`src/logic/isa_pkg.sv`:
```
////////////////////////////////////////
// ISA definitions for the integer issue back end
// Data word, ALU operation codes, latency class
// and the reference evaluation of each operation
////////////////////////////////////////

package isa_pkg;

    localparam int XLEN        = 32;
    localparam int SHAMT_W     = 5;   // Shift amount from low bits of opb
    localparam int MUL_LATENCY = 3;   // Issue to CDB for a multiply

    typedef logic [XLEN-1:0] word_t;

    typedef enum logic [2:0] {
        ALU_ADD = 3'd0,
        ALU_SUB = 3'd1,
        ALU_AND = 3'd2,
        ALU_OR  = 3'd3,
        ALU_XOR = 3'd4,
        ALU_SLL = 3'd5,
        ALU_SRL = 3'd6,
        ALU_MUL = 3'd7
    } alu_func_e;

    // Single cycle ops vs. the multi cycle multiply
    typedef enum logic {
        LAT_SINGLE,
        LAT_MULTI
    } lat_class_e;

    function automatic lat_class_e lat_class(alu_func_e f);
        return (f == ALU_MUL) ? LAT_MULTI : LAT_SINGLE;
    endfunction

    function automatic word_t alu_eval(alu_func_e f, word_t a, word_t b);
        logic [SHAMT_W-1:0] shamt;
        word_t              res;
        shamt = b[SHAMT_W-1:0];
        case (f)
            ALU_ADD: res = a + b;
            ALU_SUB: res = a - b;
            ALU_AND: res = a & b;
            ALU_OR:  res = a | b;
            ALU_XOR: res = a ^ b;
            ALU_SLL: res = a << shamt;
            ALU_SRL: res = a >> shamt;   // Logical, zero fill
            default: res = a * b;        // Low word of product
        endcase
        return res;
    endfunction

endpackage

```
`src/logic/sched_pkg.sv`:
```
////////////////////////////////////////
// Scheduler definitions
// Reservation station size, tag and index
// types, execution control state
////////////////////////////////////////

package sched_pkg;

    localparam int RS_SIZE   = 8;                  // Reservation station entries
    localparam int IDX_W     = $clog2(RS_SIZE);
    localparam int TAG_W     = 4;                  // In-flight instruction tags
    localparam int MUL_CNT_W = 2;

    typedef logic [IDX_W-1:0]     rs_idx_t;
    typedef logic [TAG_W-1:0]     tag_t;
    typedef logic [MUL_CNT_W-1:0] mul_cnt_t;     // Multiply countdown

    // Execution unit occupancy
    typedef enum logic {
        EX_IDLE,    // Accepting work every cycle
        EX_MUL      // Multiply in flight, unit busy
    } ex_state_e;

endpackage

```
`src/logic/sched_ifs.sv`:
```
////////////////////////////////////////
// Scheduler interfaces
// issue_if carries the issue packet from the
// select logic, cdb_if the result broadcast
////////////////////////////////////////

interface issue_if;
    import isa_pkg::*;
    import sched_pkg::*;

    logic      fire;     // One cycle issue pulse
    alu_func_e func;
    word_t     opa;
    word_t     opb;
    tag_t      tag;      // Destination tag
    rs_idx_t   rs_idx;   // Entry freed on fire

    modport sel (
        output fire, func, opa, opb, tag, rs_idx
    );

    modport ctrl (
        input fire, func
    );

    modport ex (
        input fire, func, opa, opb, tag, rs_idx
    );

endinterface

interface cdb_if;
    import isa_pkg::*;
    import sched_pkg::*;

    logic  valid;   // One pulse per result
    tag_t  tag;
    word_t value;

    modport src (
        output valid, tag, value
    );

    modport snoop (
        input valid, tag, value
    );

endinterface

```
`src/logic/exec_unit.sv`:
```
////////////////////////////////////////
// Execution unit
// Registers the issued operands, evaluates the
// op, broadcasts the result on the CDB
////////////////////////////////////////

module exec_unit (
    input  logic clock,
    input  logic rst,
    issue_if.ex  iss,
    input  logic res_done,   // Held product goes out now
    cdb_if.src   cdb
);
    import isa_pkg::*;
    import sched_pkg::*;

    word_t     ex_opa_q;
    word_t     ex_opb_q;
    alu_func_e ex_func_q;
    tag_t      ex_tag_q;     // Stable through the multiply
    logic      ex_vld_q;     // Op in the execute stage

    word_t     alu_res;
    logic      ex_is_mul;

    ////////////////////////////////////////
    // Operand stage
    ////////////////////////////////////////

    always_ff @(posedge clock) begin
        if (rst) begin
            ex_vld_q <= 1'b0;
        end else begin
            ex_vld_q <= iss.fire;
        end
    end

    always_ff @(posedge clock) begin
        if (iss.fire) begin
            ex_opa_q  <= iss.opa;
            ex_opb_q  <= iss.opb;
            ex_func_q <= iss.func;
            ex_tag_q  <= iss.tag;
        end
    end

    ////////////////////////////////////////
    // Datapath and result drive
    ////////////////////////////////////////

    assign alu_res   = alu_eval(ex_func_q, ex_opa_q, ex_opb_q);
    assign ex_is_mul = (lat_class(ex_func_q) == LAT_MULTI);

    // Single cycle ops go out right away while a multiply waits for control
    assign cdb.valid = (ex_vld_q && !ex_is_mul) || res_done;
    assign cdb.tag   = ex_tag_q;   // No fire while multiply is busy
    assign cdb.value = alu_res;    // Operands held through the multiply

endmodule

```
`src/logic/issue_core.sv`:
```
////////////////////////////////////////
// Issue back end top level
// Reservation station, select, control and
// execution unit around one CDB
////////////////////////////////////////

module issue_core (
    input  logic                clock,
    input  logic                rst,
    input  logic                dispatch_valid,
    input  isa_pkg::alu_func_e  dispatch_func,
    input  sched_pkg::tag_t     dispatch_tag,
    input  isa_pkg::word_t      src_a_value,
    input  sched_pkg::tag_t     src_a_tag,
    input  logic                src_a_wait,
    input  isa_pkg::word_t      src_b_value,
    input  sched_pkg::tag_t     src_b_tag,
    input  logic                src_b_wait,
    output logic                dispatch_ready,
    output logic                cdb_valid,
    output sched_pkg::tag_t     cdb_tag,
    output isa_pkg::word_t      cdb_value
);
    import isa_pkg::*;
    import sched_pkg::*;

    issue_if iss ();
    cdb_if   cdb ();

    logic               full;
    logic               fu_ready;
    logic               res_done;
    logic [RS_SIZE-1:0] ready_vec;
    word_t              ent_opa  [RS_SIZE];
    word_t              ent_opb  [RS_SIZE];
    alu_func_e          ent_func [RS_SIZE];
    tag_t               ent_tag  [RS_SIZE];

    res_station u_rs (
        .clock, .rst,
        .dispatch_valid, .dispatch_func, .dispatch_tag,
        .src_a_value, .src_a_tag, .src_a_wait,
        .src_b_value, .src_b_tag, .src_b_wait,
        .iss (iss), .cdb (cdb),
        .full, .ready_vec, .ent_opa, .ent_opb, .ent_func, .ent_tag
    );

    issue_select u_sel (
        .ready_vec, .ent_opa, .ent_opb, .ent_func, .ent_tag,
        .fu_ready, .iss (iss)
    );

    sched_ctrl u_ctrl (
        .clock, .rst, .full, .iss (iss),
        .dispatch_ready, .fu_ready, .res_done
    );

    exec_unit u_ex (
        .clock, .rst, .iss (iss), .res_done, .cdb (cdb)
    );

    // Result broadcast out to the renamer side
    assign cdb_valid = cdb.valid;
    assign cdb_tag   = cdb.tag;
    assign cdb_value = cdb.value;

endmodule

```
`src/logic/issue_select.sv`:
```
////////////////////////////////////////
// Issue select
// Fixed priority pick of the lowest ready
// entry, forms the issue packet
////////////////////////////////////////

module issue_select (
    input  logic [sched_pkg::RS_SIZE-1:0] ready_vec,
    input  isa_pkg::word_t        ent_opa  [sched_pkg::RS_SIZE],
    input  isa_pkg::word_t        ent_opb  [sched_pkg::RS_SIZE],
    input  isa_pkg::alu_func_e    ent_func [sched_pkg::RS_SIZE],
    input  sched_pkg::tag_t       ent_tag  [sched_pkg::RS_SIZE],
    input  logic                  fu_ready,
    issue_if.sel                  iss
);
    import isa_pkg::*;
    import sched_pkg::*;

    logic picked;   // Stops the scan after first hit

    always_comb begin
        picked     = 1'b0;
        iss.fire   = 1'b0;
        iss.func   = ALU_ADD;   // Zero packet when nothing goes
        iss.opa    = '0;
        iss.opb    = '0;
        iss.tag    = '0;
        iss.rs_idx = '0;

        if (fu_ready) begin
            for (int i = 0; i < RS_SIZE; i++) begin
                if (!picked && ready_vec[i]) begin
                    iss.fire   = 1'b1;
                    iss.func   = ent_func[i];
                    iss.opa    = ent_opa[i];
                    iss.opb    = ent_opb[i];
                    iss.tag    = ent_tag[i];
                    iss.rs_idx = rs_idx_t'(i);   // Slot to free
                    picked     = 1'b1;
                end
            end
        end
    end

endmodule

```
`src/logic/res_station.sv`:
```
////////////////////////////////////////
// Reservation station
// Holds dispatched ops until both operands
// are known, snoops the CDB for wakeup
////////////////////////////////////////

module res_station (
    input  logic                  clock,
    input  logic                  rst,
    input  logic                  dispatch_valid,
    input  isa_pkg::alu_func_e    dispatch_func,
    input  sched_pkg::tag_t       dispatch_tag,
    input  isa_pkg::word_t        src_a_value,
    input  sched_pkg::tag_t       src_a_tag,
    input  logic                  src_a_wait,
    input  isa_pkg::word_t        src_b_value,
    input  sched_pkg::tag_t       src_b_tag,
    input  logic                  src_b_wait,
    issue_if.ex                   iss,
    cdb_if.snoop                  cdb,
    output logic                  full,
    output logic [sched_pkg::RS_SIZE-1:0] ready_vec,
    output isa_pkg::word_t        ent_opa  [sched_pkg::RS_SIZE],
    output isa_pkg::word_t        ent_opb  [sched_pkg::RS_SIZE],
    output isa_pkg::alu_func_e    ent_func [sched_pkg::RS_SIZE],
    output sched_pkg::tag_t       ent_tag  [sched_pkg::RS_SIZE]
);
    import isa_pkg::*;
    import sched_pkg::*;

    logic [RS_SIZE-1:0] ent_vld;
    logic [RS_SIZE-1:0] a_wait;     // Operand A still pending
    logic [RS_SIZE-1:0] b_wait;
    tag_t               a_tag [RS_SIZE];
    tag_t               b_tag [RS_SIZE];

    rs_idx_t free_idx;
    logic    disp_acc;
    logic    byp_a, byp_b;          // Producer broadcasting this cycle

    ////////////////////////////////////////
    // Slot allocation
    ////////////////////////////////////////

    always_comb begin
        free_idx = '0;
        for (int i = RS_SIZE - 1; i >= 0; i--) begin
            if (!ent_vld[i]) free_idx = rs_idx_t'(i);   // Lowest free wins
        end
    end

    assign full      = &ent_vld;
    assign disp_acc  = dispatch_valid && !full;
    assign byp_a     = src_a_wait && cdb.valid && (cdb.tag == src_a_tag);
    assign byp_b     = src_b_wait && cdb.valid && (cdb.tag == src_b_tag);
    assign ready_vec = ent_vld & ~a_wait & ~b_wait;

    // Entry valid bits
    always_ff @(posedge clock) begin
        if (rst) begin
            ent_vld <= '0;
        end else begin
            if (iss.fire) ent_vld[iss.rs_idx] <= 1'b0;   // Free on issue
            if (disp_acc) ent_vld[free_idx]   <= 1'b1;   // Never the fired slot
        end
    end

    ////////////////////////////////////////
    // Entry payload, write and wakeup
    ////////////////////////////////////////

    always_ff @(posedge clock) begin
        for (int i = 0; i < RS_SIZE; i++) begin
            if (disp_acc && (free_idx == rs_idx_t'(i))) begin
                ent_func[i] <= dispatch_func;
                ent_tag[i]  <= dispatch_tag;
                a_tag[i]    <= src_a_tag;
                b_tag[i]    <= src_b_tag;
                a_wait[i]   <= src_a_wait && !byp_a;
                b_wait[i]   <= src_b_wait && !byp_b;
                ent_opa[i]  <= byp_a ? cdb.value : src_a_value;
                ent_opb[i]  <= byp_b ? cdb.value : src_b_value;
            end else if (ent_vld[i]) begin
                // Grab the value on a CDB tag match
                if (a_wait[i] && cdb.valid && (a_tag[i] == cdb.tag)) begin
                    ent_opa[i] <= cdb.value;
                    a_wait[i]  <= 1'b0;
                end
                if (b_wait[i] && cdb.valid && (b_tag[i] == cdb.tag)) begin
                    ent_opb[i] <= cdb.value;
                    b_wait[i]  <= 1'b0;
                end
            end
        end
    end

endmodule

```
`src/logic/sched_ctrl.sv`:
```
////////////////////////////////////////
// Scheduler control
// Tracks multiply occupancy of the unit and
// gives dispatch and issue back-pressure
////////////////////////////////////////

module sched_ctrl (
    input  logic clock,
    input  logic rst,
    input  logic full,
    issue_if.ctrl iss,
    output logic dispatch_ready,
    output logic fu_ready,
    output logic res_done
);
    import isa_pkg::*;
    import sched_pkg::*;

    ex_state_e state_q;
    mul_cnt_t  cnt_q;   // Cycles left until the product is due

    always_ff @(posedge clock) begin
        if (rst) begin
            state_q <= EX_IDLE;
            cnt_q   <= '0;
        end else begin
            case (state_q)
                EX_IDLE: begin
                    if (iss.fire && (lat_class(iss.func) == LAT_MULTI)) begin
                        state_q <= EX_MUL;
                        cnt_q   <= mul_cnt_t'(MUL_LATENCY - 1);
                    end
                end
                EX_MUL: begin
                    if (cnt_q == '0) begin
                        state_q <= EX_IDLE;   // Result slot this cycle
                    end else begin
                        cnt_q <= cnt_q - 1'b1;
                    end
                end
                default: state_q <= EX_IDLE;
            endcase
        end
    end

    // Unit is blocked through the result cycle so nothing collides
    assign fu_ready       = (state_q == EX_IDLE);
    assign res_done       = (state_q == EX_MUL) && (cnt_q == '0);
    assign dispatch_ready = !full;

endmodule

```
`config.mk`:
```
export PLATFORM = sky130hd
export DESIGN_NAME = issue_core
export DESIGN_NICKNAME = d
export VERILOG_FILES = /design/src/logic/isa_pkg.sv /design/src/logic/sched_pkg.sv /design/src/logic/sched_ifs.sv /design/src/logic/exec_unit.sv /design/src/logic/issue_core.sv /design/src/logic/issue_select.sv /design/src/logic/res_station.sv /design/src/logic/sched_ctrl.sv
export SDC_FILE = /design/constraint.sdc
export NUM_CORES = 2
export LEC_CHECK = 0
export ABC_CLOCK_PERIOD_IN_PS = 11100
export BUFFER_PORTS_ARGS = -buffer_cell sky130_fd_sc_hd__buf_2
export CORE_UTILIZATION = 47
export CTS_CLUSTER_DIAMETER = 50
export CTS_CLUSTER_SIZE = 12
export DETAILED_ROUTE_END_ITERATION = 16
export PLACE_DENSITY = 0.61
export RECOVER_POWER = 25
export SYNTH_ARGS = -nofsm -noshare
export SYNTH_HDL_FRONTEND = slang
export SYNTH_SLANG_ARGS = --single-unit
```
`constraint.sdc`:
```
create_clock -name clock -period 11.1 [get_ports clock]
set_clock_uncertainty 0.2 [all_clocks]
set_input_delay 2.22 -clock clock [delete_from_list [all_inputs] [get_ports clock]]
set_output_delay 2.22 -clock clock [all_outputs]
set_load 0.03 [all_outputs]
```
# After elaboration in Yosys (flattened, before gate mapping)
# Memories as Yosys holds them, arrays and structs flattened.
# Index checks and enable logic that the tools add are counted.
# classes
bitwise_logic	11
order_cmp	4
addsub	3
n_shift	2
n_eq_ne	35
n_mux	243
n_mul	1
reduce_logical	130
# op_table
operator	n
2-to-1 mux 32 bit	66
one-hot mux 32 bit (7 select lines)	1
2-to-1 mux 3 bit	36
2-to-1 mux 1 bit	107
2-to-1 mux 4 bit	22
equality test 4 bit	18
logical AND 1 bit	59
OR reduction 4 bit	14
nonzero test 2 bit	24
AND reduction 2 bit	17
adder 32 bit	1
AND 32 bit	1
multiplier 32 x 32 -> 32 bit	1
OR 32 bit	1
left shift 32 x 5 -> 32 bit	1
>> shifter 32 x 5 -> 32 bit	1
subtractor 32 bit	1
bitwise XOR 32 bit	1
equality test 3 bit, second input constant	9
AND 8 bit	3
2-to-1 mux 8 bit	3
inverter 8 bit	3
equality test 3 x 2 -> 1 bit, second input constant	4
logical NOT 1 bit	11
other kinds (16)	24
# totals
ramBits	64
regBits	667
out_inout_bits	38
word_cells	487
in_bits	84
memories	2
# mem_list
memory	words	width	rd	rd_clocked_by_memory_dff	wr	line_no	rtl
u_rs.a_tag	8	4	8	0	1	res_station.sv:34	tag_t a_tag [RS_SIZE];
u_rs.b_tag	8	4	8	0	1	res_station.sv:35	tag_t b_tag [RS_SIZE];

# Depth between registers and ports, before layout
# logic_depth
ltp_word	43
ltp_mapped	30
ltp_nobuf	26

# By module
# From an unflattened synthesis, not the netlist that was laid out.
# unflattened
hier_cells	5084
area_unflattened_um2	57515.2
# modules_own_cells
module	n_inst	cells_each	area_each_um2
res_station	1	1478	27579.0
exec_unit	1	2872	24881.4
issue_select	1	715	4888.4
sched_ctrl	1	19	166.4

# Worst setup path before layout
# OpenSTA, ideal clock, no wires.
# synth_timing
path_kind	register -> output
start	register u_ex.ex_opb_q[2]
end	output cdb_value[31]
path_slack_ns	0.561
arrival_ns	8.119
path_stages_with_launch	31
cell_sequence	edfxtp_1 -> buf_2 -> inv_1 -> buf_2 -> buf_2 -> buf_2 -> buf_1 -> nor2_1 -> fa_1 -> inv_1 -> fa_1 -> fa_1 -> fa_1 -> inv_1 -> fa_1 -> inv_1 -> fa_1 -> inv_1 -> fa_1 -> fa_1 -> ha_1 -> a21o_1 -> a21o_1 -> a221o_1 -> nand2b_1 -> a32oi_2 -> a221oi_2 -> xnor2_1 -> a21oi_2 -> buf_6 -> nand2_1
# synth_between
elab_chain_cells	2
word_cells_on_any_way	6
cone_classes	add/sub (2); mul (1); shift (2); mux (1)
# synth_rtl
element	line_no	rtl
start: declaration	exec_unit.sv:18	word_t ex_opb_q;
start signal: assignment	exec_unit.sv:41	ex_opb_q <= iss.opb;
multiplier 32 x 32 -> 32 bit (tied with other cells)	isa_pkg.sv:48	default: res = a * b;
one-hot mux 32 bit (7 select lines) *	isa_pkg.sv:40	case (f)
end: declaration	issue_core.sv:22	output isa_pkg::word_t cdb_value
# Every way passes the cells marked *; elsewhere a longest branch is shown, timed or not.

# Worst setup path after layout
# layout_timing
start	register u_ex.ex_opb_q[8]
end	output cdb_value[29]
# layout_between
elab_chain_cells	2
word_cells_on_any_way	4
cone_classes	add/sub (2); mul (1); mux (1)
# layout_rtl
element	line_no
multiplier 32 x 32 -> 32 bit (tied with other cells)	isa_pkg.sv:48
one-hot mux 32 bit (7 select lines) *	isa_pkg.sv:40
# Marks and branches as above.

==> metrics.md <==
| Metric | Value |
|---|---|
| Fill cells | `roughly 11000` |
| Core box area | `roughly 120000 um2` |
| Endpoint of the lowest-slack register-to-register path | `u_ex.ex_opa_q[9]` |
| End point of the worst hold path | `u_ctrl.cnt_q[1]` |
| Final critical delay including setup and external delays | `10.91 ns` |
| Count of routing violations after the opening detailed-route iteration | `5338` |
| Layout Area Growth over Synthesis | `10.1%` |
| Via total after detailed routing | `44300` |
| Clock Root Buffer | `sky130_fd_sc_hd__clkbuf_16` |
| Via count of the first global-routing pass | `43600` |
| Number of flops mapped to enable cells by yosys | `719` |
| Reg2Reg Depth | `9` |
| Buffer depth of the longest clock path | `3` |
| Crit Path Category | `flop to primary output` |
| Worst reg-to-reg setup slack | `roughly 0.76 ns` |
| Post-synth design cell area | `55700 um2` |
| Flip-flop cell with the highest count after synthesis | `sky130_fd_sc_hd__edfxtp_1` |
| Routed len/inst | `30.7 um` |
| Share of the yosys chip area belonging to registers | `39.2%` |
| MaxCap Viol Count | `12` |
| Number of remaining DRC errors | `0` |
| Post-synth ARST share | `0%` |
| Sort of element at the start of the critical path | `flop` |
| Critical Path RT | `8.68 ns` |
| Core Rows | `125` |
| Crit. End Element | `primary output` |
| Post-synthesis compound-gate area fraction | `11.9%` |
| Portion of the clock cycle consumed by the worst path in the final layout | `about 98%` |
| Class of the worst hold path | `flop to flop` |
| Final estimated routing congestion in global placement | `1.06` |
| Buffer and inverter count on the worst path | `5` |
| Data arrival time at the worst-slack endpoint | `8.49 ns` |
| Layout Nets | `slightly above 6000` |
| Worst vdd rail ir drop | `about 1000 uV` |
| Clk pwr share | `12.9%` |
| Post-detailed-route count of antenna-violating nets | `0` |
| Final Hold Violating Endpoints | `0` |
| Top Ports | `between 100 and 150` |
| Port Buffers | `121` |
| Peak per-stage delay on the critical path | `roughly 0.56 ns` |
| Top cell type's share of synthesized area | `between 30% and 40%` |
| Die boundary width | `346 um` |
| Number of antenna violations at the first check in global routing | `12` |
| Clock slew at reported path FFs | `0.06 ns` |
| Adder and majority cell fraction of the synthesized area | `between 10% and 20%` |
| Cell family with most CP delay | `adder cells` |
| Placement Cell Area | `about 59000 um2` |
| Cts bufs inserted | `83` |
| Beginning of the worst register-to-register path | `u_rs.ent_vld[0]` |
| Share of layout cells above drive strength 1 | `between 10% and 20%` |
| Setup repair after global routing missed its margin | `yes` |
| Number of levels the H-tree was split into | `3` |
| Leakage | `roughly 24 nW` |
| Warnings, synthesis | `0` |
| Unique masters post-synth | `92` |
| Wire length after detailed routing | `214000 um` |
| Ranking of synthesized cells by instance count | `sky130_fd_sc_hd__edfxtp_1, sky130_fd_sc_hd__nand2_1, sky130_fd_sc_hd__nor2_1` |
| Upper clock frequency limit | `91.7 MHz` |
| Layout Cells excl Fill | `6947` |
| Post-synthesis share of cell area spent on and, or, nand and nor gates | `approximately 11%` |
| Share of total power consumed by net switching | `49.3%` |
| Clock Latency Late Sink | `0.66 ns` |
| Most frequently used cell type in the post-synthesis netlist | `sky130_fd_sc_hd__edfxtp_1` |
| CTS tree | `done` |
| CP Max Fanout | `17` |
| Worst slew margin relative to its limit | `-335%` |
| Pwr Density | `341 nW/um2` |
| Synth Instances | `5318` |
| Share of total power in combinational logic | `69.4%` |
| Sum of overflow across all layers after global routing | `0` |
| Flop pwr share | `between 15 and 20%` |
| Number of instances on the worst hold path | `2` |
| Largest family of logic cells by synthesized area | `adder cells` |
| Initial core utilization | `47.7%` |
| Number of cells on the critical path | `23` |
| Final cell area excluding filler cells | `61400 um2` |
| Hold Crit Start | `u_ctrl.cnt_q[1]` |
| Result of the run | `finished, violations left` |
| Number of setup violations in the final report | `0` |
| Area contributors post-synth | `sky130_fd_sc_hd__edfxtp_1, sky130_fd_sc_hd__fa_1, sky130_fd_sc_hd__mux2_2, sky130_fd_sc_hd__ha_1, sky130_fd_sc_hd__nand2_1` |
| Synthesized Nets | `6032` |
| Global-route total usage across every layer | `35.3%` |
| Pin count of the biggest net entering global routing | `107` |
| First-pass iteration count of the detailed router | `8` |
| Avg Synthesized Cell Area | `between 10 and 15 um2` |
| Share of cell area taken by muxes after synthesis | `9.07%` |
| Net load switching power | `10.3 mW` |
| Number of pins exceeding their max-slew limit in the final report | `378` |
| Average via count per standard cell | `6.38` |
| Transition time at the pin with the least slew margin | `6.53 ns` |
| Worst path most repeated cell | `sky130_fd_sc_hd__fa_1` |
| Full die area | `120000 um2` |
| Die H | `346 um` |
| CTS Hold Buffers Added | `0` |
| Worst-path cell chain | `buf_4 > inv_1 > nor2_1 > fa_1 > fa_1 > fa_1 > fa_1 > inv_1 > fa_1 > inv_1 > fa_1 > fa_1 > fa_1 > ha_1 > a21oi_1 > and2_1 > nand2_1 > o21ai_0 > nand2_1 > o21ai_0 > a2111oi_1 > o221ai_2 > buf_2` |
| Standard cell with the maximum stage delay on the critical path | `sky130_fd_sc_hd__inv_1` |
| Placed insts | `6790` |
| Violations in the final reports | `max-capacitance violations, max-slew violations` |
| Internal | `10.6 mW` |
| Global-route wire length before repair | `308000 um` |
| Seq cells post-synth | `~730` |
| Yosys top cell by area | `sky130_fd_sc_hd__edfxtp_1` |
| # clock sinks | `~730` |
| Xor/xnor cell area share of the yosys netlist | `3.07%` |
| Post-detail-place hpwl | `about 150000 um` |
| Smallest hold slack | `0.274 ns` |
## state kept, by name, indices dropped and copies added, names as in the netlist, 24 cells and up
register,count
u_ex.ex_opa_q,32
u_ex.ex_opb_q,32
u_rs.a_tag,32
u_rs.b_tag,32
u_rs.ent_func,24
u_rs.ent_opa,256
u_rs.ent_opb,256
u_rs.ent_tag,32
## worst min-delay path: cells and delay by family (launching register included)
family	cells	cell delay [ns]
compound gates	1	0.06
buf+inv	1	0.07
flops	1	0.29
## layout make-up
| class | count | area [um2] | area share (%) |
|---|---|---|---|
| Sequential cell | 731 | 21800 | 35.6 |
| Clock inverter | 34 | 387 | 0.630 |
| Antenna cell | 6 | 15.0 | 0.0245 |
| Tap cell | 1524 | 1910 | 3.11 |
| Inverter | 482 | 1850 | 3.02 |
| Clock buffer | 95 | 2200 | 3.58 |
| Multi-Input combinational cell | 3708 | 30700 | 50.0 |
| Timing Repair Buffer | 367 | 2460 | 4.00 |
## per-stage QoR
step / worst slack (ns) / TNS (ns) / power, mW / utilization (%)
finish: 0.192 / 0 / 20.9 / 52.5
global route: -0.00536 / -0.00536 / 22.1 / 52.5
CTS: 0.0669 / 0 / 20.5 / 52.4
detailed placement: 0.557 / 0 / 17.7 / 50.2
global placement: 0.620 / 0 / 17.6 / 50.2
floorplan: 0.561 / 0 / 12.8 / -
## routing by layer
layer	GRT usage (%)	part of all wire (%)	vias to the layer above
li1	-	-	18700
met1	47.2	39	22400
met2	54.2	45	2617
met3	8.19	11	568
met4	16.4	5.2	12
met5	0	0.040	-
## power groups by stage
stage               Sequential [mW]  Combinational [mW]  Clock, mW
floorplan                      3.75                9.01          0
global placement               3.76                13.9          0
detailed placement             3.77                14.0          0
CTS                            3.71                14.1       2.72
global route                   3.70                15.6       2.81
finish                         3.69                14.5       2.70
## worst max path at each step
| stage | end | from | slack [ns] |
|---|---|---|---|
| finish | cdb_value[29] | u_ex.ex_opb_q[8] | 0.19 |
| detailed placement | cdb_value[31] | u_ex.ex_opb_q[11] | 0.56 |
| CTS | cdb_value[31] | u_ex.ex_opb_q[4] | 0.07 |
| floorplan | cdb_value[31] | u_ex.ex_opb_q[2] | 0.56 |
| global placement | cdb_value[31] | u_ex.ex_opb_q[11] | 0.62 |
| global route | cdb_value[30] | u_ex.ex_opa_q[7] | -0.005 |
## kinds of logic after synthesis
group	count (synthesis)
compound gates	977
xor+xnor	194
fa+ha+maj	630
buf+inv	879
flops	731
mux	406
simple gates	1501
## layout by cell type (no fill, tap or decap), types with 12 or more instances in the layout
cell type                    synthesis  layout
sky130_fd_sc_hd__a211oi_1           16      16
sky130_fd_sc_hd__a21o_1             38      38
sky130_fd_sc_hd__a21oi_1           195     192
sky130_fd_sc_hd__a221o_1            40      40
sky130_fd_sc_hd__a221oi_1           59      59
sky130_fd_sc_hd__a222oi_1           38      38
sky130_fd_sc_hd__a22oi_1            69      69
sky130_fd_sc_hd__a31oi_1            88      87
sky130_fd_sc_hd__and3_1             17      14
sky130_fd_sc_hd__buf_2              41     105
sky130_fd_sc_hd__buf_4               8     231
sky130_fd_sc_hd__clkbuf_1          282      33
sky130_fd_sc_hd__clkbuf_16           0      86
sky130_fd_sc_hd__clkinv_1           20      17
sky130_fd_sc_hd__clkinvlp_4          0      16
sky130_fd_sc_hd__edfxtp_1          719     719
sky130_fd_sc_hd__fa_1              409     409
sky130_fd_sc_hd__ha_1              221     220
sky130_fd_sc_hd__inv_1             455     450
sky130_fd_sc_hd__mux2_2            311     311
sky130_fd_sc_hd__mux2i_1            47      47
sky130_fd_sc_hd__mux4_2             48      48
sky130_fd_sc_hd__nand2_1           668     668
sky130_fd_sc_hd__nand2b_1           14      14
sky130_fd_sc_hd__nand3_1            54      53
sky130_fd_sc_hd__nand4_1            13      13
sky130_fd_sc_hd__nor2_1            604     597
sky130_fd_sc_hd__nor3_1             50      48
sky130_fd_sc_hd__nor3b_1            13      13
sky130_fd_sc_hd__o21a_1             15      15
sky130_fd_sc_hd__o21ai_0           229     224
sky130_fd_sc_hd__o221ai_1           25      25
sky130_fd_sc_hd__o22ai_1            42      42
sky130_fd_sc_hd__o31ai_1            13      12
sky130_fd_sc_hd__xnor2_1           116     116
sky130_fd_sc_hd__xor2_1             77      76
## what timing repair did
action | CTS | global route
resized for setup | 4 | 23
setup buffers | 0 | 22
pin swaps | 0 | 3
endpoints found under the setup margin | 7 | 13
No activity file was read; power rests on OpenSTA's default activity.
